### config.mk
export PLATFORM = sky130hd
export DESIGN_NAME = sample_interpolator_flat
export DESIGN_NICKNAME = d
export VERILOG_FILES = /design/src/verilog/sample_pkg.sv /design/src/verilog/nco_links.sv /design/src/verilog/sample_interpolator.sv /design/src/flat_wrapper.sv
export VERILOG_INCLUDE_DIRS = /design/src /design/src/verilog
export SDC_FILE = /design/constraint.sdc
export NUM_CORES = 1
export LEC_CHECK = 0
export ABC_AREA = 1
export BUFFER_PORTS_ARGS = -buffer_cell sky130_fd_sc_hd__clkbuf_2
export CORE_MARGIN = 2
export CORE_UTILIZATION = 30
export DETAILED_ROUTE_END_ITERATION = 16
export GPL_TIMING_DRIVEN = 0
export PLACE_DENSITY = 0.46
export SYNTH_ARGS = -nofsm -noshare
export SYNTH_HDL_FRONTEND = slang
export SYNTH_SLANG_ARGS = --single-unit
export TNS_END_PERCENT = 1
### constraint.sdc
create_clock -name clk -period 9.55 [get_ports clk]
set_input_delay 0.4775 -clock clk [delete_from_list [all_inputs] [get_ports clk]]
set_output_delay 0.4775 -clock clk [all_outputs]
set_load 0.02 [all_outputs]
### src/verilog/nco_params.svh
/* Widths shared by the NCO RTL and the bench. The table holds 2^NCO_INDEX_W + 1 entries and
   the angle (2 + NCO_INDEX_W + NCO_FRAC_W bits) must not be wider than NCO_PHASE_W */
`ifndef NCO_PARAMS_SVH
`define NCO_PARAMS_SVH

// Width of the phase accumulator, the frequency word and the phase offset
`define NCO_PHASE_W 24

// Index bits into the quarter-wave table
// The table spans 0 to pi/2 inclusive, so it has one entry more than 2^NCO_INDEX_W
`define NCO_INDEX_W 8

// Fraction bits used to interpolate between neighbouring table entries
`define NCO_FRAC_W 8

// Signed output sample width
// The table is scaled to the largest positive value of this width
`define NCO_SAMPLE_W 16

`endif

### src/verilog/sample_pkg.sv
/* Amplitude-side types. Samples are two's complement and the table never uses the most
   negative code */
`default_nettype none

`include "nco_params.svh"

package sample_pkg;

    // One signed cosine sample
    typedef logic signed [`NCO_SAMPLE_W-1:0] sample_t;

    // Current table sample and the one that follows it in angle
    // Both already carry the sign of the quadrant they belong to
    typedef struct packed {
        sample_t cur;
        sample_t next;
    } sample_pair_t;

endpackage

`default_nettype wire

### src/verilog/nco_links.sv
/* Stage-to-stage links of the NCO pipeline. Valid is a one-cycle qualifier with no
   handshake, so a sink must take the payload on the cycle valid is high */
`timescale 1ns/10ps
`default_nettype none

`include "nco_params.svh"


// Signed sample pair from the cosine table to the interpolator
interface pair_if;

    logic                   valid;
    sample_pkg::sample_t    cur;
    sample_pkg::sample_t    next;
    logic [`NCO_FRAC_W-1:0] frac;

    // Frac travels with the pair so both reach the interpolator together
    modport source (
        output valid, cur, next, frac
    );

    modport sink (
        input valid, cur, next, frac
    );

endinterface

`default_nettype wire

### src/verilog/sample_interpolator.sv
/* Linear interpolation between two signed samples. The step is floored by an arithmetic
   shift, and the sum is saturated to the sample range */
`timescale 1ns/10ps
`default_nettype none

`include "nco_params.svh"

module sample_interpolator (
    input  logic                clk,
    input  logic                rst,
    pair_if.sink                pair,
    output sample_pkg::sample_t cos_out,
    output logic                sample_valid
);

    // The difference of two samples needs one extra bit
    localparam int DIFF_W = `NCO_SAMPLE_W + 1;

    // Signed difference times the fraction with a zero sign bit added
    localparam int PROD_W = DIFF_W + `NCO_FRAC_W + 1;

    localparam int SAT_MAX = (1 << (`NCO_SAMPLE_W - 1)) - 1;
    localparam int SAT_MIN = -(1 << (`NCO_SAMPLE_W - 1));

    logic signed [DIFF_W-1:0] diff;
    logic signed [PROD_W-1:0] prod;
    logic signed [PROD_W-1:0] step;
    logic signed [PROD_W-1:0] sum;
    sample_pkg::sample_t      sat;

    always_comb begin
        diff = DIFF_W'(pair.next) - DIFF_W'(pair.cur);

        // The fraction is unsigned, so it gets a zero on top before the signed multiply
        prod = diff * $signed({1'b0, pair.frac});

        // Arithmetic shift rounds toward minus infinity, matching floor()
        step = prod >>> `NCO_FRAC_W;

        sum = step + PROD_W'(pair.cur);

        // Clip to the signed sample range
        if (sum > SAT_MAX) begin
            sat = sample_pkg::sample_t'(SAT_MAX);
        end else if (sum < SAT_MIN) begin
            sat = sample_pkg::sample_t'(SAT_MIN);
        end else begin
            sat = sum[`NCO_SAMPLE_W-1:0];
        end
    end

    // The output is defined as zero after reset
    always_ff @(posedge clk) begin
        if (rst) begin
            cos_out      <= '0;
            sample_valid <= 1'b0;
        end else begin
            sample_valid <= pair.valid;
            // Hold the last sample between strobes
            if (pair.valid) begin
                cos_out <= sat;
            end
        end
    end

endmodule

`default_nettype wire

### src/flat_wrapper.sv
// flat-port wrapper written by rule: the top's interface ports become plain ports
module sample_interpolator_flat 
  (clk, rst, cos_out, sample_valid, pair_valid, pair_cur, pair_next, pair_frac);
  pair_if pair_i ();
  input  logic clk;
  input  logic rst;
  output sample_pkg::sample_t cos_out;
  output logic sample_valid;
  input wire logic [$bits(pair_i.valid)-1:0] pair_valid;
  input wire logic [$bits(pair_i.cur)-1:0] pair_cur;
  input wire logic [$bits(pair_i.next)-1:0] pair_next;
  input wire logic [$bits(pair_i.frac)-1:0] pair_frac;
  assign pair_i.valid = pair_valid;
  assign pair_i.cur = pair_cur;
  assign pair_i.next = pair_next;
  assign pair_i.frac = pair_frac;
  sample_interpolator u_core (.clk(clk), .rst(rst), .pair(pair_i), .cos_out(cos_out), .sample_valid(sample_valid));
endmodule
==> impl_metrics.tcl <==
set metrics [dict create \
    synth_top_cell_area_share 0.298 \
    tns_ps 0 \
    grt-ovfl-total 0 \
    hp-class "in2reg" \
    core-area_um2 24200 \
    place_congestion 0.836 \
    fmax_mhz 122 \
    syn2layout_area_growth_pct 10.6 \
    cts_max_path_buffers 2 \
    timing.hold.ws_ps 438 \
    antenna_found_initial 0 \
    synth_ff_type "dfxtp_1" \
    syn_nets 1247 \
    die_w_um 160 \
    postLayoutCoreUtil 0.335 \
    crit_arrival_ps 8310 \
    grt_pass1_wl_um 34000 \
    final_cell_mix "inv_1 (226), nand2_1 (172), nor2_1 (118), fa_1 (109), ha_1 (82)" \
    finalSetupViolCount 0 \
    yosysSeqAreaShare 0.0464 \
    hold_depth 2 \
    worst_path_max_delay_cell "xnor2_1" \
    synthCells 1013 \
    drt_iter0_drc 268 \
    cts_buffers 3 \
    cts_tree "yes" \
    drive_gt1_frac 0.123 \
    cpPeakStageDelay_ps 600 \
    critical_path_class "in2reg" \
    cts_setup_buffers 0 \
    vias 6284 \
    io_pins 60 \
    yosysWarnings 0 \
    grtUsageTotal 0.163 \
    period_minus_slack_ps 8170 \
    clk_pin_slew_ps 50 \
    final_common_cell "inv_1" \
    hold_buffers 0 \
    dp_hpwl_um 17900 \
    critPathCaptureType "flop" \
    synth_area_leaders "fa_1 (30%), ha_1 (14%), inv_1 (12%), nand2_1 (8.8%), nor2_1 (6.0%)" \
    crit_top_cell "nand2_1" \
    hold_viol 0 \
    maxCapViolations 0 \
    clockRootBuffer "clkbuf_16" \
    die_h_um 160 \
    ys_types 46 \
    worst_slew_pin_slew_ps 854 \
    io_buffers 59 \
    yosysTopAreaCell "fa_1" \
    viasPerCell 4.49 \
    cts_resized 0 \
    worst-path-stages 36 \
    dieArea_um2 25700 \
    drc 0 \
    reg2reg_depth 2 \
    crit_buf_inv 6 \
    drt_wl_total_um 19900 \
    ant_nets 0 \
    detail_route.wl_per_cell_um 14.2 \
    slew_viol_final 0 \
    cp_max_fo 6 \
    grt_start_max_net_pins 11 \
    fin_skew_ps 0 \
    ys_async_sr_fraction 0 \
    final.period_utilization 0.856 \
    synth_edf_count 0 \
    worstPathRequired_ps 9690 \
    status "finished clean" \
    nets 1311 \
    cp_top_family "adder cells" \
    initial_core_util 0.303 \
    startpoint_type "primary input" \
    grt_pass1_vias 6537 \
    fp-row-count 57 \
    insertion_delay_ps 240 \
    h-tree-depth 1 \
    slew_headroom 0.427 \
    rsz0062_at_grt "no" \
    diodes 0 \
    ys_seq_elements 17 \
    drt_pass1_iterations 5 \
    avgSynthCellArea_um2 7.23 \
    netlist_area_um2 7330 \
    cts.sink_count 17 \
]
-- state kept, by name, indices dropped and copies added, names as in the netlist --
register / flops
u_core.sample_valid: 1
u_core.cos_out: 16
-- cell type report --
type,instances,area (um2)
Buffer,13,75.1
Clock buffer,4,78.8
Fill cell,2724,16100
Inverter,234,881
Multi-Input combinational cell,749,6030
Sequential cell,17,340
Tap cell,324,405
Timing Repair Buffer,59,295
-- per-stage QoR --
step,setup slack [ps],instance area (um2),cells
2_1_floorplan,2570,7330,1013
3_3_place_gp,1130,8030,1396
3_5_place_dp,1170,8030,1396
4_1_cts,1400,8110,1400
5_1_grt,823,8110,1400
6_report,1380,8110,1400
-- path summary, 6_finish.rpt --
check,start,to,slack [ps]
setup reg to reg,u_core.cos_out[11]$_SDFFE_PP0P_,u_core.cos_out[11]$_SDFFE_PP0P_,8870
setup / recovery,pair_next[0],u_core.cos_out[0]$_SDFFE_PP0P_,1380
hold / removal,rst,u_core.sample_valid$_SDFF_PP0_,440
hold reg to reg,u_core.cos_out[0]$_SDFFE_PP0P_,u_core.cos_out[0]$_SDFFE_PP0P_,460
-- logic make-up (layout without fill, tap and decap cells) --
kind of cell | after synthesis | count (layout) | synth area share
adder cells (fa/ha/maj) | 191 | 191 | 0.438
AND/OR/NAND/NOR | 390 | 390 | 0.234
XOR/XNOR | 44 | 44 | 0.0536
buffers and inverters | 247 | 310 | 0.130
AO/OA/AOI/OAI | 124 | 124 | 0.0978
flip-flops | 17 | 17 | 0.0464
-- layer usage --
metal / routed length (um) / track usage / up-vias
li1: - / - / 3220
met1: 10200 / 0.244 / 2955
met2: 8990 / 0.272 / 99
met3: 532 / 0.00775 / 10
met4: 142 / 0.0115 / 0
met5: 0 / 0 / -
-- cell usage after synthesis (2+ instances only) --
master,number
nand3b_1,3
buf_2,2
xor2_1,24
and3_1,2
inv_1,226
nor4_1,2
nand2_1,172
nand3_2,4
nand2_2,21
dfxtp_1,17
o31ai_1,2
ha_1,82
a31oi_1,4
nand2_4,2
nor3_1,2
a21oi_1,57
clkbuf_1,9
inv_2,4
nor2_1,118
xnor2_1,19
a21oi_2,11
a21boi_0,3
a21o_1,2
fa_1,109
o21ai_0,35
or2_2,16
nand3_1,36
nand4_1,7
clkinv_1,3
o21ai_1,3
Power is not shown: default switching activity piles up to over one toggle a cycle in this logic, so the estimate is an artifact.
