### config.mk
export PLATFORM = sky130hd
export DESIGN_NAME = phase_decoder_flat
export DESIGN_NICKNAME = d
export VERILOG_FILES = /design/src/verilog/phase_pkg.sv /design/src/verilog/nco_links.sv /design/src/verilog/phase_decoder.sv /design/src/flat_wrapper.sv
export VERILOG_INCLUDE_DIRS = /design/src /design/src/verilog
export SDC_FILE = /design/constraint.sdc
export NUM_CORES = 1
export LEC_CHECK = 0
export BUFFER_PORTS_ARGS = -buffer_cell sky130_fd_sc_hd__buf_2
export CORE_UTILIZATION = 57
export CTS_CLUSTER_DIAMETER = 30
export DETAILED_ROUTE_END_ITERATION = 7
export GPL_ROUTABILITY_DRIVEN = 0
export HOLD_SLACK_MARGIN = 0.12
export PLACE_DENSITY = 0.81
export SLEW_MARGIN = 20
export SYNTH_ARGS = -nofsm -noshare
export SYNTH_HDL_FRONTEND = slang
export SYNTH_SLANG_ARGS = --single-unit
### constraint.sdc
create_clock -name clk -period 4.5 [get_ports clk]
set_input_delay 0.45 -clock clk [delete_from_list [all_inputs] [get_ports clk]]
set_output_delay 0.45 -clock clk [all_outputs]
set_load 0.005 [all_outputs]
### src/verilog/nco_params.svh
/* Widths shared by the NCO RTL and the bench. The table holds 2^NCO_INDEX_W + 1 entries and
   the angle (2 + NCO_INDEX_W + NCO_FRAC_W bits) must not be wider than NCO_PHASE_W */
`ifndef NCO_PARAMS_SVH
`define NCO_PARAMS_SVH

// Width of the phase accumulator, the frequency word and the phase offset
`define NCO_PHASE_W 24

// Index bits into the quarter-wave table
// The table spans 0 to pi/2 inclusive, so it has one entry more than 2^NCO_INDEX_W
`define NCO_INDEX_W 8

// Fraction bits used to interpolate between neighbouring table entries
`define NCO_FRAC_W 8

// Signed output sample width
// The table is scaled to the largest positive value of this width
`define NCO_SAMPLE_W 16

`endif

### src/verilog/phase_pkg.sv
/* Phase-side types. The angle struct is packed MSB first, so it can be cast straight from
   the top bits of a phase word */
`default_nettype none

`include "nco_params.svh"

package phase_pkg;

    // Unsigned phase word, wraps modulo 2^NCO_PHASE_W
    typedef logic [`NCO_PHASE_W-1:0] phase_t;

    // Decoded angle taken from the top of the phase word
    // Sector selects the quadrant, index addresses the table within it
    // and frac weights the step towards the next entry
    typedef struct packed {
        logic [1:0]              sector;
        logic [`NCO_INDEX_W-1:0] index;
        logic [`NCO_FRAC_W-1:0]  frac;
    } angle_fields_t;

endpackage

`default_nettype wire

### src/verilog/nco_links.sv
/* Stage-to-stage links of the NCO pipeline. Valid is a one-cycle qualifier with no
   handshake, so a sink must take the payload on the cycle valid is high */
`timescale 1ns/10ps
`default_nettype none

`include "nco_params.svh"

// Decoded angle from the phase decoder to the cosine table
interface angle_if;

    logic                    valid;
    logic [1:0]              sector;
    logic [`NCO_INDEX_W-1:0] index;
    logic [`NCO_FRAC_W-1:0]  frac;

    // The decoder drives every field
    modport source (
        output valid, sector, index, frac
    );

    // The table only reads
    modport sink (
        input valid, sector, index, frac
    );

endinterface


`default_nettype wire

### src/verilog/phase_decoder.sv
/* Phase accumulator and angle split. Low phase bits below the fraction are dropped, and
   the angle register only updates on cycles with enable high */
`timescale 1ns/10ps
`default_nettype none

`include "nco_params.svh"

module phase_decoder (
    input  logic              clk,
    input  logic              rst,
    input  logic              enable,
    input  phase_pkg::phase_t freq_word,
    input  phase_pkg::phase_t phase_offset,
    angle_if.source           angle
);

    // Number of phase bits that make up the decoded angle
    localparam int ANGLE_W = $bits(phase_pkg::angle_fields_t);

    phase_pkg::phase_t        acc;
    phase_pkg::phase_t        acc_next;
    phase_pkg::phase_t        offset_phase;
    phase_pkg::angle_fields_t fields;

    always_comb begin
        // Natural overflow of the phase word gives the modulo 2^N wrap
        acc_next = acc + freq_word;

        // The offset is added after the accumulator and never fed back into it
        // A new offset therefore shifts the output without disturbing the running phase
        offset_phase = acc_next + phase_offset;

        // Sector, index and fraction sit in the top bits of the offset phase
        fields = phase_pkg::angle_fields_t'(offset_phase[`NCO_PHASE_W-1 -: ANGLE_W]);
    end

    // Control state
    always_ff @(posedge clk) begin
        if (rst) begin
            acc         <= '0;
            angle.valid <= 1'b0;
        end else begin
            // One angle per enable strobe, valid for exactly one cycle
            angle.valid <= enable;

            // The accumulator holds while enable is low
            if (enable) begin
                acc <= acc_next;
            end
        end
    end

    // Angle payload
    // The fields are taken from the same new accumulator value that is stored above
    always_ff @(posedge clk) begin
        if (enable) begin
            angle.sector <= fields.sector;
            angle.index  <= fields.index;
            angle.frac   <= fields.frac;
        end
    end

endmodule

`default_nettype wire

### src/flat_wrapper.sv
// flat-port wrapper written by rule: the top's interface ports become plain ports
module phase_decoder_flat 
  (clk, rst, enable, freq_word, phase_offset, angle_valid, angle_sector, angle_index, angle_frac);
  angle_if angle_i ();
  input  logic clk;
  input  logic rst;
  input  logic enable;
  input  phase_pkg::phase_t freq_word;
  input  phase_pkg::phase_t phase_offset;
  output wire logic [$bits(angle_i.valid)-1:0] angle_valid;
  output wire logic [$bits(angle_i.sector)-1:0] angle_sector;
  output wire logic [$bits(angle_i.index)-1:0] angle_index;
  output wire logic [$bits(angle_i.frac)-1:0] angle_frac;
  assign angle_valid = angle_i.valid;
  assign angle_sector = angle_i.sector;
  assign angle_index = angle_i.index;
  assign angle_frac = angle_i.frac;
  phase_decoder u_core (.clk(clk), .rst(rst), .enable(enable), .freq_word(freq_word), .phase_offset(phase_offset), .angle(angle_i));
endmodule
==> flow_summary.json <==
{
  "finalCritPeriodShare_pct": 92.8,
  "antenna_found_initial": 0,
  "wire_per_inst_um": 14.9,
  "numCtsBuffers": 5,
  "synthFlopType": "dfxtp_1",
  "cts_setup_buffers": 0,
  "grt_pass1_wl_mm": 13.7,
  "worstMarginPinSlew_ps": 765,
  "ios": 70,
  "routed-via-count": 3366,
  "io_buffers": 69,
  "synth_edf_count": 18,
  "final-setup-viol-count": 0,
  "status": "complete, no violations",
  "rows": 29,
  "start_kind": "flop",
  "drc": 0,
  "intPower_w": 0.00136,
  "clock_sinks": 43,
  "slew_viol_final": 0,
  "fin_crit_ps": 4180,
  "synthCells": 432,
  "ys_top_cells_by_area": "ha_1, edfxtp_1, dfxtp_1",
  "netSwitchingFraction_pct": 40.4,
  "syn_area_per_cell_um2": 8.59,
  "synth-seq-cells": 43,
  "cts.clk_slew.worst_paths_ps": 90,
  "slowest_delay_ps": 410,
  "final_area_um2": 4240,
  "leakage_nw": 2.02,
  "async_flop_share_pct": 0,
  "hold_viol": 0,
  "grt_max_degree": 36,
  "max-vdd-ir-drop_mv": 0.264,
  "place_area_um2": 4100,
  "finalWirelength_mm": 8.51,
  "p_per_area_nw_per_um2": 539,
  "drtPass1Iterations": 4,
  "antenna_left": 0,
  "synth_nets": 531,
  "synth_area_um2": 3710,
  "slew_headroom_pct": 49.0,
  "crit_arrival_ps": 4230,
  "start_util_pct": 58.8,
  "die-area_um2": 6840,
  "diodes": 0,
  "hpwlAfterDp_mm": 6.53,
  "critPathRequiredTime_ps": 4550,
  "crit_slowest_cell": "fa_1",
  "ys_types": 58,
  "cts_hold_buf": 0,
  "synth_most_common_cell": "nor2_1",
  "seqPwrFrac_pct": 27.0,
  "p_switching_w": 0.000922,
  "p_clk_share_pct": 16.0,
  "dieHeight_um": 82.7,
  "nets": 593,
  "ctsRootBufferMaster": "clkbuf_8",
  "overflow": 0,
  "grt_usage_pct": 25.9,
  "tns_ps": 0,
  "crit_fanout": 5,
  "fmax_ghz": 0.239,
  "nFillCells": 540,
  "cp_cell_sequence": "ha_1, fa_1, a21o_1, a21oi_2, o21ba_2, o21ai_2, a21oi_2, xnor2_1, ha_1, a211oi_1, nand2_1, nor3_1, nor2_1, or2_2, a21oi_1, o31ai_1, xor2_1",
  "yosysWarnings": 0,
  "routed_via_density": 5.88,
  "rsz0062_at_grt": "false",
  "crit_buf_inv": 0,
  "clk_latency_ps": 300,
  "drtIter0Drc": 139,
  "synth_area_leader_cell": "ha_1",
  "hp-class": "flop to flop",
  "maxCapViolCount": 0,
  "clockBufferDepth": 2,
  "crit_family": "compound AO/OA/AOI/OAI gates",
  "grt_pass1_vias": 3064,
  "h-tree-depth": 2,
  "endpoint_kind": "flop",
  "core_area_um2": 6310,
  "synth.top_cell.area_share_pct": 15.8,
  "cts_tree": "done",
  "crit_type": "flop to flop",
  "layout-drive-gt1-share_pct": 18.0,
  "seq_area_frac_synth_pct": 28.0,
  "synth_common_cells": "nor2_1, ha_1, a21oi_1, nand2_1, dfxtp_1",
  "comb_power_share_pct": 57.1,
  "fp.dieW_um": 82.7,
  "fin_skew_ps": 10.4,
  "synthToLayoutAreaGrowth_pct": 14.1,
  "cts_resized": 0
}
-- cell families (layout without fill, tap and decap cells) --
| logic type | after synthesis | after routing | share of synthesized area, % |
|---|---|---|---|
| compound gates | 120 | 120 | 20.9 |
| xor+xnor | 32 | 32 | 7.55 |
| fa+ha+maj | 48 | 48 | 16.4 |
| buf+inv | 27 | 90 | 2.80 |
| flops | 43 | 43 | 28.0 |
| simple gates | 140 | 140 | 18.3 |
| mux | 22 | 22 | 6.00 |
-- layout make-up --
class | count | area (um^2) | share of cell area, %
multi-input cells | 362 | 2570 | 60.6
flip-flops and latches | 43 | 1040 | 24.6
repair buffers | 70 | 353 | 8.33
well taps | 77 | 96.3 | 2.27
clock buffers | 6 | 72.6 | 1.71
clock inverters | 2 | 60.1 | 1.42
inverters | 12 | 45.0 | 1.06
-- through the flow --
step / util [%] / power [W] / setup WS [ps] / cells / hold slack [ps]
6_report: 67.1 / 0.00228 / 323 / 572 / 477
3_3_place_gp: 65.0 / 0.00186 / 253 / 564 / 458
5_1_grt: 67.1 / 0.00248 / 58.6 / 572 / 507
4_1_cts: 67.1 / 0.00227 / 388 / 572 / 480
3_5_place_dp: 65.0 / 0.00190 / 149 / 564 / 469
2_1_floorplan: - / 0.00158 / 570 / 432 / 450
-- state kept, by name, indices dropped and copies added, names as in the netlist --
| signal | flops |
|---|---|
| u_core.angle.sector | 2 |
| u_core.acc | 24 |
| u_core.angle.frac | 8 |
| u_core.angle.valid | 1 |
| u_core.angle.index | 8 |
-- worst paths after layout --
kind,slack (ps),endpoint,cells past startpoint,start
worst max-delay path,320,u_core.angle.index[7]$_DFFE_PP_,17,u_core.acc[0]$_SDFFE_PP0P_
worst max register to register,320,u_core.angle.index[7]$_DFFE_PP_,17,u_core.acc[0]$_SDFFE_PP0P_
worst min-delay path,480,u_core.acc[18]$_SDFFE_PP0P_,2,u_core.acc[18]$_SDFFE_PP0P_
worst min register to register,480,u_core.acc[18]$_SDFFE_PP0P_,2,u_core.acc[18]$_SDFFE_PP0P_
-- per-layer routing --
metal | share of wire, % | vias up | global-route usage, %
met2 | 49 | 86 | 43.4
li1 | - | 1713 | -
met5 | 0 | - | 0
met1 | 46 | 1557 | 34.4
met4 | 1.1 | 0 | 7.41
met3 | 4.2 | 10 | 3.63
-- cells in the final DEF (no fill, tap or decap), drive strengths merged, types with 3 or more instances in the layout --
cell type,netlist,final
buf,3,70
nor2b,8,8
o31ai,3,3
o21a,3,3
clkbuf,12,6
nor2,51,51
o21bai,3,3
o21ai,21,21
a31oi,5,5
nor3,7,7
inv,12,12
dfxtp,25,25
nand2b,3,3
nand4,10,10
a21o,21,21
mux2i,20,20
a211oi,5,5
nand2,29,29
a21oi,42,42
xnor2,21,21
or3,3,3
ha,47,47
xor2,11,11
edfxtp,18,18
and3,3,3
nor3b,3,3
nand3,11,11
-- worst reg2reg max path, cell delays in order, from the launching register on --
cell	delay (ps)
dfxtp_1	320
ha_1	220
fa_1	410
a21o_1	200
a21oi_2	200
o21ba_2	180
o21ai_2	70
a21oi_2	220
xnor2_1	180
ha_1	320
a211oi_1	310
nand2_1	90
nor3_1	290
nor2_1	120
or2_2	310
a21oi_1	240
o31ai_1	120
xor2_1	150
-- power by group through the flow --
| stage | logic [W] | clock network [W] | registers, W |
|---|---|---|---|
| 6_report | 0.00130 | 0.000364 | 0.000616 |
| 4_1_cts | 0.00129 | 0.000368 | 0.000617 |
| 3_5_place_dp | 0.00128 | 0 | 0.000625 |
| 3_3_place_gp | 0.00124 | 0 | 0.000621 |
| 5_1_grt | 0.00146 | 0.000382 | 0.000637 |
| 2_1_floorplan | 0.000949 | 0 | 0.000635 |
(Power assumes the default switching activity.)
